File: config.mk
export PLATFORM = sky130hd
export DESIGN_NAME = retire_top
export DESIGN_NICKNAME = d
export VERILOG_FILES = /design/src/hw/rv_pkg.sv /design/src/hw/commit_unit.sv /design/src/hw/csr_file.sv /design/src/hw/gpr_file.sv /design/src/hw/retire_top.sv
export SDC_FILE = /design/constraint.sdc
export NUM_CORES = 2
export LEC_CHECK = 0
export ABC_AREA = 1
export BUFFER_PORTS_ARGS = -buffer_cell sky130_fd_sc_hd__buf_2
export CORE_AREA = 2 2 639 641
export CTS_CLUSTER_DIAMETER = 200
export DETAILED_ROUTE_END_ITERATION = 8
export DIE_AREA = 0 0 641 643
export PLACE_DENSITY = 0.44
export SLEW_MARGIN = 10
export SYNTH_ARGS = -nofsm -noshare
export SYNTH_HDL_FRONTEND = slang
export SYNTH_SLANG_ARGS = --single-unit
export TNS_END_PERCENT = 10
File: constraint.sdc
create_clock -name clk -period 4.5 [get_ports clk]
set_input_delay 0.9 -clock clk [delete_from_list [all_inputs] [get_ports clk]]
set_output_delay 0.9 -clock clk [all_outputs]
set_load 0.1 [all_outputs]
File: src/hw/rv_pkg.sv
/* Shared types and constants for the retirement subsystem.
   Referenced by scoped name from every RTL block. */
package rv_pkg;

  localparam int XLEN = 64;
  localparam int ILEN = 32;

  typedef logic [XLEN-1:0] xlen_t;     // regs, csrs, pc
  typedef logic [ILEN-1:0] inst_t;
  typedef logic [4:0]      reg_idx_t;
  typedef logic [11:0]     csr_addr_t;

  // csr operation carried with each retire
  typedef enum logic [2:0] {
    CSR_NONE = 3'd0,
    CSR_RW   = 3'd1,
    CSR_RS   = 3'd2,
    CSR_RC   = 3'd3,
    CSR_MRET = 3'd4
  } csr_op_e;

  // machine csr addresses
  localparam csr_addr_t CSR_MSTATUS  = 12'h300;
  localparam csr_addr_t CSR_MIE      = 12'h304;
  localparam csr_addr_t CSR_MTVEC    = 12'h305;
  localparam csr_addr_t CSR_MSCRATCH = 12'h340;
  localparam csr_addr_t CSR_MEPC     = 12'h341;
  localparam csr_addr_t CSR_MCAUSE   = 12'h342;

  localparam int MSTATUS_MIE  = 3;
  localparam int MSTATUS_MPIE = 7;

  localparam xlen_t MCAUSE_INTR  = 64'h80000000_00000000;  // interrupt flag in mcause
  localparam xlen_t SSTATUS_MASK = 64'h80000003_000DE122;  // sstatus bits of mstatus

  // simulation halt opcode and the code taken from a0
  localparam logic [6:0] HALT_OPCODE = 7'h6b;
  localparam reg_idx_t   A0_IDX      = 5'd10;
  localparam int         HALT_CODE_W = 3;

endpackage

File: src/hw/commit_unit.sv
/* Registers the commit record for the checker, gates retirement, detects
   the halt instruction and keeps the cycle and instruction counters. */
module commit_unit #(
  parameter int CNT_W = 64
) (
  input  logic             clk,
  input  logic             rst,
  input  logic             i_cmt_valid,
  input  rv_pkg::xlen_t    i_pc,
  input  rv_pkg::inst_t    i_inst,
  input  rv_pkg::reg_idx_t i_rd,
  input  logic             i_rd_wen,
  input  rv_pkg::xlen_t    i_rd_wdata,
  input  logic             i_skip,
  input  logic [31:0]      i_intr_no,
  input  rv_pkg::xlen_t    i_a0,
  output logic             o_retire_en,
  output logic             o_cmt_valid,
  output rv_pkg::xlen_t    o_cmt_pc,
  output rv_pkg::inst_t    o_cmt_inst,
  output logic             o_cmt_wen,
  output logic [7:0]       o_cmt_wdest,
  output rv_pkg::xlen_t    o_cmt_wdata,
  output logic             o_cmt_skip,
  output logic             o_halt,
  output logic [rv_pkg::HALT_CODE_W-1:0] o_halt_code,
  output logic [CNT_W-1:0] o_cycle_cnt,
  output logic [CNT_W-1:0] o_instr_cnt
);

  logic is_halt;
  logic halted;
  logic [rv_pkg::HALT_CODE_W-1:0] halt_code;
  logic [CNT_W-1:0] cycle_cnt;
  logic [CNT_W-1:0] instr_cnt;

  assign is_halt = i_cmt_valid && (i_inst[6:0] == rv_pkg::HALT_OPCODE);

  // halting instruction itself updates no state either
  assign o_retire_en = i_cmt_valid && !halted && !is_halt;

  always_ff @(posedge clk) begin
    if (rst) begin
      o_cmt_valid <= 1'b0;
      o_cmt_pc    <= '0;
      o_cmt_inst  <= '0;
      o_cmt_wen   <= 1'b0;
      o_cmt_wdest <= '0;
      o_cmt_wdata <= '0;
      o_cmt_skip  <= 1'b0;
      halted      <= 1'b0;
      halt_code   <= '0;
      cycle_cnt   <= '0;
      instr_cnt   <= '0;
    end else if (!halted) begin
      o_cmt_valid <= i_cmt_valid && (i_intr_no == 32'd0);  // intr is not a commit
      o_cmt_pc    <= i_pc;
      o_cmt_inst  <= i_inst;
      o_cmt_wen   <= i_rd_wen;
      o_cmt_wdest <= {3'd0, i_rd};
      o_cmt_wdata <= i_rd_wdata;
      o_cmt_skip  <= i_skip;
      cycle_cnt   <= cycle_cnt + 1'b1;
      instr_cnt   <= instr_cnt + CNT_W'(i_cmt_valid);
      if (is_halt) begin
        halted    <= 1'b1;
        halt_code <= i_a0[rv_pkg::HALT_CODE_W-1:0];
      end
    end
  end

  assign o_halt      = halted;
  assign o_halt_code = halt_code;
  assign o_cycle_cnt = cycle_cnt;
  assign o_instr_cnt = instr_cnt;

  // halt is sticky until the next reset
  a_halt_sticky : assert property (
    @(posedge clk) disable iff (rst)
    o_halt |=> o_halt
  ) else $error("halt dropped without reset");

  a_wdest_range : assert property (
    @(posedge clk) disable iff (rst)
    o_cmt_wdest < 8'd32
  ) else $error("commit wdest out of range");

endmodule

File: src/hw/csr_file.sv
/* Machine-mode CSRs updated at retire: csrrw/csrrs/csrrc, interrupt entry
   and mret. Writes land one cycle after the enabling retire. */
module csr_file (
  input  logic              clk,
  input  logic              rst,
  input  logic              i_en,
  input  rv_pkg::csr_op_e   i_op,
  input  rv_pkg::csr_addr_t i_addr,
  input  rv_pkg::xlen_t     i_wdata,
  input  logic [31:0]       i_intr_no,
  input  rv_pkg::xlen_t     i_pc,
  output rv_pkg::xlen_t     o_mstatus,
  output rv_pkg::xlen_t     o_sstatus,
  output rv_pkg::xlen_t     o_mie,
  output rv_pkg::xlen_t     o_mtvec,
  output rv_pkg::xlen_t     o_mscratch,
  output rv_pkg::xlen_t     o_mepc,
  output rv_pkg::xlen_t     o_mcause
);

  rv_pkg::xlen_t mstatus;
  rv_pkg::xlen_t mie;
  rv_pkg::xlen_t mtvec;
  rv_pkg::xlen_t mscratch;
  rv_pkg::xlen_t mepc;
  rv_pkg::xlen_t mcause;
  rv_pkg::xlen_t csr_old;
  rv_pkg::xlen_t csr_new;
  logic          intr;
  logic          csr_wr;

  assign intr   = (i_intr_no != 32'd0);
  assign csr_wr = (i_op == rv_pkg::CSR_RW) || (i_op == rv_pkg::CSR_RS) ||
                  (i_op == rv_pkg::CSR_RC);

  // current value of the addressed csr
  always_comb begin
    case (i_addr)
      rv_pkg::CSR_MSTATUS:  csr_old = mstatus;
      rv_pkg::CSR_MIE:      csr_old = mie;
      rv_pkg::CSR_MTVEC:    csr_old = mtvec;
      rv_pkg::CSR_MSCRATCH: csr_old = mscratch;
      rv_pkg::CSR_MEPC:     csr_old = mepc;
      rv_pkg::CSR_MCAUSE:   csr_old = mcause;
      default:              csr_old = '0;  // unknown csr
    endcase
  end

  always_comb begin
    case (i_op)
      rv_pkg::CSR_RW: csr_new = i_wdata;
      rv_pkg::CSR_RS: csr_new = csr_old | i_wdata;
      rv_pkg::CSR_RC: csr_new = csr_old & ~i_wdata;
      default:        csr_new = csr_old;
    endcase
  end

  always_ff @(posedge clk) begin
    if (rst) begin
      mstatus  <= '0;
      mie      <= '0;
      mtvec    <= '0;
      mscratch <= '0;
      mepc     <= '0;
      mcause   <= '0;
    end else if (i_en) begin
      if (intr) begin  // interrupt entry wins over the csr op
        mepc                         <= i_pc;
        mcause                       <= rv_pkg::MCAUSE_INTR | {32'd0, i_intr_no};
        mstatus[rv_pkg::MSTATUS_MPIE] <= mstatus[rv_pkg::MSTATUS_MIE];
        mstatus[rv_pkg::MSTATUS_MIE]  <= 1'b0;
      end else if (i_op == rv_pkg::CSR_MRET) begin
        mstatus[rv_pkg::MSTATUS_MIE]  <= mstatus[rv_pkg::MSTATUS_MPIE];
        mstatus[rv_pkg::MSTATUS_MPIE] <= 1'b1;
      end else if (csr_wr) begin
        case (i_addr)
          rv_pkg::CSR_MSTATUS:  mstatus  <= csr_new;
          rv_pkg::CSR_MIE:      mie      <= csr_new;
          rv_pkg::CSR_MTVEC:    mtvec    <= csr_new;
          rv_pkg::CSR_MSCRATCH: mscratch <= csr_new;
          rv_pkg::CSR_MEPC:     mepc     <= csr_new;
          rv_pkg::CSR_MCAUSE:   mcause   <= csr_new;
          default: ;  // ignored
        endcase
      end
    end
  end

  assign o_mstatus  = mstatus;
  assign o_sstatus  = mstatus & rv_pkg::SSTATUS_MASK;
  assign o_mie      = mie;
  assign o_mtvec    = mtvec;
  assign o_mscratch = mscratch;
  assign o_mepc     = mepc;
  assign o_mcause   = mcause;

  // execute stage never pairs an mret with an interrupt
  a_no_mret_intr : assert property (
    @(posedge clk) disable iff (rst)
    (i_en && intr) |-> (i_op != rv_pkg::CSR_MRET)
  ) else $error("mret retired together with an interrupt");

endmodule

File: src/hw/gpr_file.sv
/* Architectural integer register file, 32 x 64 with x0 tied to zero.
   Written at retire, one read port plus a fixed a0 tap for the halt code. */
module gpr_file (
  input  logic             clk,
  input  logic             rst,
  input  logic             i_we,
  input  rv_pkg::reg_idx_t i_waddr,
  input  rv_pkg::xlen_t    i_wdata,
  input  rv_pkg::reg_idx_t i_raddr,
  output rv_pkg::xlen_t    o_rdata,
  output rv_pkg::xlen_t    o_a0
);

  rv_pkg::xlen_t regs [0:31];
  logic          wr_ok;

  assign wr_ok = i_we && (i_waddr != 5'd0);  // x0 writes dropped

  always_ff @(posedge clk) begin
    if (rst) begin
      for (int i = 0; i < 32; i++) begin
        regs[i] <= '0;
      end
    end else if (wr_ok) begin
      regs[i_waddr] <= i_wdata;
    end
  end

  // registered write so a same-cycle read sees the old value
  assign o_rdata = regs[i_raddr];

  assign o_a0 = regs[rv_pkg::A0_IDX];  // halt code source

  // x0 reads zero as long as its storage is never written
  a_x0_read : assert property (
    @(posedge clk) disable iff (rst)
    (i_raddr == 5'd0) |-> (o_rdata == '0)
  ) else $error("x0 read nonzero");

endmodule

File: src/hw/retire_top.sv
/* Retirement subsystem top: register file, machine CSRs and commit unit.
   Retire stream in, commit record, counters and CSR state out. */
module retire_top #(
  parameter int CNT_W = 64
) (
  input  logic              clk,
  input  logic              rst,
  input  logic              i_cmt_valid,
  input  rv_pkg::xlen_t     i_pc,
  input  rv_pkg::inst_t     i_inst,
  input  rv_pkg::reg_idx_t  i_rd,
  input  logic              i_rd_wen,
  input  rv_pkg::xlen_t     i_rd_wdata,
  input  logic              i_skip,
  input  logic [31:0]       i_intr_no,
  input  rv_pkg::csr_op_e   i_csr_op,
  input  rv_pkg::csr_addr_t i_csr_addr,
  input  rv_pkg::xlen_t     i_csr_wdata,
  input  rv_pkg::reg_idx_t  i_gpr_raddr,
  output rv_pkg::xlen_t     o_gpr_rdata,
  output logic              o_cmt_valid,
  output rv_pkg::xlen_t     o_cmt_pc,
  output rv_pkg::inst_t     o_cmt_inst,
  output logic              o_cmt_wen,
  output logic [7:0]        o_cmt_wdest,
  output rv_pkg::xlen_t     o_cmt_wdata,
  output logic              o_cmt_skip,
  output logic              o_halt,
  output logic [rv_pkg::HALT_CODE_W-1:0] o_halt_code,
  output logic [CNT_W-1:0]  o_cycle_cnt,
  output logic [CNT_W-1:0]  o_instr_cnt,
  output rv_pkg::xlen_t     o_mstatus,
  output rv_pkg::xlen_t     o_sstatus,
  output rv_pkg::xlen_t     o_mie,
  output rv_pkg::xlen_t     o_mtvec,
  output rv_pkg::xlen_t     o_mscratch,
  output rv_pkg::xlen_t     o_mepc,
  output rv_pkg::xlen_t     o_mcause
);

  logic          retire_en;
  logic          gpr_we;
  rv_pkg::xlen_t a0;

  assign gpr_we = retire_en & i_rd_wen;

  gpr_file u_gpr (
    .clk     (clk),
    .rst     (rst),
    .i_we    (gpr_we),
    .i_waddr (i_rd),
    .i_wdata (i_rd_wdata),
    .i_raddr (i_gpr_raddr),
    .o_rdata (o_gpr_rdata),
    .o_a0    (a0)
  );

  csr_file u_csr (
    .clk        (clk),
    .rst        (rst),
    .i_en       (retire_en),
    .i_op       (i_csr_op),
    .i_addr     (i_csr_addr),
    .i_wdata    (i_csr_wdata),
    .i_intr_no  (i_intr_no),
    .i_pc       (i_pc),
    .o_mstatus  (o_mstatus),
    .o_sstatus  (o_sstatus),
    .o_mie      (o_mie),
    .o_mtvec    (o_mtvec),
    .o_mscratch (o_mscratch),
    .o_mepc     (o_mepc),
    .o_mcause   (o_mcause)
  );

  commit_unit #(
    .CNT_W (CNT_W)
  ) u_cmt (
    .clk         (clk),
    .rst         (rst),
    .i_cmt_valid (i_cmt_valid),
    .i_pc        (i_pc),
    .i_inst      (i_inst),
    .i_rd        (i_rd),
    .i_rd_wen    (i_rd_wen),
    .i_rd_wdata  (i_rd_wdata),
    .i_skip      (i_skip),
    .i_intr_no   (i_intr_no),
    .i_a0        (a0),
    .o_retire_en (retire_en),
    .o_cmt_valid (o_cmt_valid),
    .o_cmt_pc    (o_cmt_pc),
    .o_cmt_inst  (o_cmt_inst),
    .o_cmt_wen   (o_cmt_wen),
    .o_cmt_wdest (o_cmt_wdest),
    .o_cmt_wdata (o_cmt_wdata),
    .o_cmt_skip  (o_cmt_skip),
    .o_halt      (o_halt),
    .o_halt_code (o_halt_code),
    .o_cycle_cnt (o_cycle_cnt),
    .o_instr_cnt (o_instr_cnt)
  );

endmodule

==> impl_metrics.csv <==
group,metric,value,unit
global_route,grt_pass1_vias,97800,
logic_synthesis,postSynth.asyncResetShare,0,%
worst_setup_path,crit_cells,11,
timing,timing.hold.ws,194,ps
timing,period_minus_slack,4360,ps
worst_setup_path,crit-reg2reg-capture,"u_gpr.regs[2][26]$_SDFFCE_PN0P_",
logic_synthesis,ys_types,50,
global_route,grt-ovfl-total,0,
worst_setup_path,cpMaxStageDelayCell,"sky130_fd_sc_hd__buf_12",
pwr,max-vdd-ir-drop,0.311,mV
global_route,grt_use_met2,44.0,%
finish,num-nets-final,14100,
outcome,result_of_the_run,"completed",
logic_synthesis,compound_cell_area_share_of_the_yosys_netlist,14.7,%
logic_synthesis,synth_enable_flop_cells,2048,
route,routed-via-count,103000,
worst_setup_path,cp-end-kind,"output pin",
global_route,grt_start_max_net_pins,158,
timing,timing.max_slew.rel_slack,0.893,%
logic_synthesis,top_cells_by_area_in_the_synthesized_netlist,"sky130_fd_sc_hd__edfxtp_1 51%, sky130_fd_sc_hd__nor2_1 12%, sky130_fd_sc_hd__dfxtp_1 11%, sky130_fd_sc_hd__o21ai_0 7.6%, sky130_fd_sc_hd__o22ai_1 3.2%",
timing,timing.final.crit_share,96.8,%
worst_setup_path,worst_setup_path_start_kind,"input pin",
finish,instances_no_fill,19500,
worst_setup_path,worstReg2RegStart,"u_cmt.o_halt$_SDFF_PP0_",
worst_setup_path,critical_path.n_buffers_inverters,5,
global_route,grt_use_met1,34.1,%
floorplan,num_rows,234,
logic_synthesis,most_numerous_cell_types_in_the_synthesized_netlist,"3814 x sky130_fd_sc_hd__nor2_1, 2048 x sky130_fd_sc_hd__edfxtp_1, 1835 x sky130_fd_sc_hd__o21ai_0, 925 x sky130_fd_sc_hd__nand2_1, 809 x sky130_fd_sc_hd__clkbuf_1",
placement,port_buffers,1045,
floorplan,core-area,405000,um^2
worst_setup_path,ff2ff_path_depth,9,
worst_hold_path,min_from,"i_skip",
finish,area_growth_from_synthesis_to_layout,19.7,%
logic_synthesis,synth_top_family_by_area,"simple AND/OR/NAND/NOR gates",
worst_setup_path,reg2reg_slack,1170,ps
logic_synthesis,synth_simple_gate_area_share,16.3,%
timing,fin_skew,68.6,ps
logic_synthesis,most_used_standard_cell_by_instance_count_after_synthesis,"sky130_fd_sc_hd__nor2_1",
worst_setup_path,timing_worst_setup_path_type,"input pin to output pin",
logic_synthesis,synth_largest_area_cell,"sky130_fd_sc_hd__edfxtp_1",
logic_synthesis,post-synth-top-area-fraction,50.8,%
route,route.detailed.wl_per_inst,29.4,um
route,final_antenna_net_count,0,
timing,timing.final.setup_violations,0,
flow_run,number_of_max_capacitance_violations_reported,0,
global_route,number_of_antenna_violations_at_the_first_check_in_global_routing,55,
route,wirelength,574,mm
worst_setup_path,crit_family,"buffers and inverters",
clock_network,buffer_depth_of_the_longest_clock_path,4,
finish,multiInputGateArea,39200,um^2
global_route,grt_first_pass_wirelength,794,mm
logic_synthesis,netlist_instances,13100,
worst_setup_path,worst-endpoint-required,3600,ps
placement,placed_cells,18900,
floorplan,initial_core_util,29.9,%
floorplan,height_of_the_die,643,um
logic_synthesis,post_synth_fa_ha_maj_area_fraction,0.0310,%
timing,hold_violations_final,0,
global_route,groute.usage.overall,26.9,%
finish,fill_cells,41500,
clock_network,cts_hold_buf,0,
global_route,globalRouteMet3Util,4.33,%
worst_setup_path,endpoint,"o_gpr_rdata[41]",
clock_network,number_of_clock_sinks_seen_by_cts,2732,
logic_synthesis,synthesized_cell_area,121000,um^2
worst_hold_path,timing.hold.worst.class,"input pin to flop",
logic_synthesis,synth-xor-area-share,0.484,%
timing,rsz_0062_raised_after_global_routing,"false",
clock_network,clock_insertion_delay_worst_skew,970,ps
timing,max_slew.worst_pin.slew,1490,ps
worst_setup_path,timing.critical_path.arrival,3460,ps
placement,routabilityCongestion,0.943,
clock_network,cts_tree,"done",
worst_setup_path,path_max_fanout,84,
floorplan,top_ports,1101,
route,drtIter0Drc,10800,
logic_synthesis,synth.area.mux_share,0,%
logic_synthesis,synth_flop_cell,"sky130_fd_sc_hd__edfxtp_1",
logic_synthesis,avgSynthCellArea,9.23,um^2
worst_setup_path,highest_cell_delay_on_the_worst_timing_path,360,ps
global_route,global_route.peak_usage_layer,"met2",
timing,final_max_slew_viol_count,0,
placement,place_hpwl,334,mm
logic_synthesis,synth_seq_cells,2732,
route,vias_per_cell,5.28,
pwr,pwr_per_cell_area,425,nW/um^2
timing,fmaxAchievable,230,MHz
clock_network,path_clk_slew,60,ps
pwr,p_leak,58.8,nW
finish,layout.area.seq,75200,um^2
clock_network,number_of_levels_the_h_tree_was_split_into,5,
route,dr.pass1.iters,6,
worst_setup_path,crit_chain,"buf_8 > inv_8 > buf_12 > buf_4 > o21ai_0 > o221ai_1 > o21ai_0 > o22ai_1 > nor2_1 > a31oi_2 > buf_12",
worst_setup_path,crit_start,"i_gpr_raddr[1]",
finish,share_of_final_layout_standard_cells_stronger_than_drive_strength_1,14.4,%
route,remaining_drc_errors,0,
floorplan,dieWidth,641,um
clock_network,tritoncts.num_buffers,336,
logic_synthesis,synth.yosys.warnings,0,
clock_network,cts_root_buffer,"sky130_fd_sc_hd__clkbuf_16",
floorplan,die-area,412000,um^2
logic_synthesis,sequential_to_total_area_share_from_yosys_stat,62.1,%
## per-layer routing
metal / part of all wire, % / vias up
met1: 40 / 51700
met4: 6.1 / 50
met3: 7.1 / 1056
li1: - / 45800
met5: 0.058 / -
met2: 47 / 4312
## tightest hold or removal path, stage by stage
cell,delay (ps)
sky130_fd_sc_hd__buf_2,70
sky130_fd_sc_hd__o21ai_0,60
sky130_fd_sc_hd__nor2_1,70
## how the worst min path moves through the flow
stage | to | slack (ps) | cells past startpoint
6_report | u_cmt.o_cmt_skip$_SDFFE_PP0N_ | 190 | 3
5_1_grt | u_cmt.o_cmt_inst[29]$_SDFFE_PP0N_ | 180 | 3
4_1_cts | u_cmt.o_cmt_skip$_SDFFE_PP0N_ | 120 | 3
3_5_place_dp | u_cmt.o_halt_code[0]$_SDFFE_PP0P_ | 450 | 2
3_3_place_gp | u_cmt.o_halt_code[2]$_SDFFE_PP0P_ | 440 | 2
2_1_floorplan | u_cmt.o_halt_code[0]$_SDFFE_PP0P_ | 520 | 2
## cell usage in the layout, fill, tap and decap left out, types with 9 or more instances in the layout
cell type	netlist	routed
sky130_fd_sc_hd__diode_2	0	30
sky130_fd_sc_hd__conb_1	1	119
sky130_fd_sc_hd__dfxtp_1	684	683
sky130_fd_sc_hd__nor4_1	10	10
sky130_fd_sc_hd__a21oi_1	703	703
sky130_fd_sc_hd__o211ai_1	55	55
sky130_fd_sc_hd__nor3_1	74	74
sky130_fd_sc_hd__inv_2	11	11
sky130_fd_sc_hd__xor2_1	50	50
sky130_fd_sc_hd__or2_2	55	56
sky130_fd_sc_hd__clkinv_1	4	61
sky130_fd_sc_hd__inv_1	730	722
sky130_fd_sc_hd__clkbuf_16	0	344
sky130_fd_sc_hd__buf_4	69	224
sky130_fd_sc_hd__nand2_1	925	860
sky130_fd_sc_hd__o221ai_1	54	54
sky130_fd_sc_hd__nor2_1	3814	3811
sky130_fd_sc_hd__o21ai_0	1835	1835
sky130_fd_sc_hd__o22ai_1	614	614
sky130_fd_sc_hd__clkinv_2	0	47
sky130_fd_sc_hd__nand4_1	46	46
sky130_fd_sc_hd__buf_2	224	975
sky130_fd_sc_hd__a31oi_1	18	17
sky130_fd_sc_hd__nand3_1	117	115
sky130_fd_sc_hd__xnor2_1	17	17
sky130_fd_sc_hd__nand2_4	0	66
sky130_fd_sc_hd__clkbuf_1	809	77
sky130_fd_sc_hd__bufinv_16	0	9
sky130_fd_sc_hd__clkbuf_8	0	31
sky130_fd_sc_hd__edfxtp_1	2048	2048
sky130_fd_sc_hd__buf_12	0	194
## area by class of cell
class                           count  area share, %
Sequential cell                  2732           51.9
Multi-Input combinational cell   8576           27.0
Timing Repair Buffer             1398           7.25
Clock buffer                      452           6.43
Tap cell                         5428           4.68
Inverter                          745           1.96
Clock inverter                    141          0.749
Antenna cell                       30         0.0518
## per-stage QoR
step | TNS, ps | power [W] | instance area, um^2 | util (%) | setup WS (ps)
3_5_place_dp | -19.2 | 0.0358 | 134000 | 33.2 | -19.2
6_report | 0 | 0.0617 | 145000 | 35.8 | 145
3_3_place_gp | -46.4 | 0.0358 | 134000 | 33.2 | -46.4
4_1_cts | 0 | 0.0621 | 145000 | 35.8 | 67.4
2_1_floorplan | -10100 | 0.0330 | 122000 | - | -800
5_1_grt | 0 | 0.0634 | 145000 | 35.8 | 53.8
## power by group
group	switching (W)	total (W)	internal [W]
clock network	0.0114	0.0264	0.0150
registers	0.000306	0.0282	0.0279
logic	0.00559	0.00709	0.00150
total	0.0173	0.0617	0.0444
## repair_timing
item                                    in CTS  in global routing
setup buffers                                0                  0
endpoints found under the setup margin       1                  1
gates resized for setup                      1                  1
## flip-flops by register name (all words and copies together) (netlist names), 3 cells and up
signal             flops
u_cmt.o_cmt_wdest      5
u_cmt.o_cycle_cnt     64
u_cmt.o_cmt_wdata     64
u_cmt.o_cmt_pc        64
u_csr.o_mcause        64
u_cmt.o_instr_cnt     64
u_csr.o_mtvec         64
u_cmt.o_cmt_inst      32
u_csr.o_mie           64
u_csr.o_mscratch      64
u_csr.o_mepc          64
u_gpr.regs          2048
u_cmt.o_halt_code      3
u_csr.o_mstatus       64
## cells by family (layout without fill, tap and decap cells)
group | Yosys count | in the layout
DFF | 2732 | 2732
AOI/OAI and AO/OA | 3314 | 3314
xor gates and xnor gates | 67 | 67
other | 1 | 149
adders and majority gates | 3 | 3
and+or+nand+nor | 5073 | 5073
buffers and inverters | 1942 | 2736
Note: power is estimated with default switching activity, not from simulation.
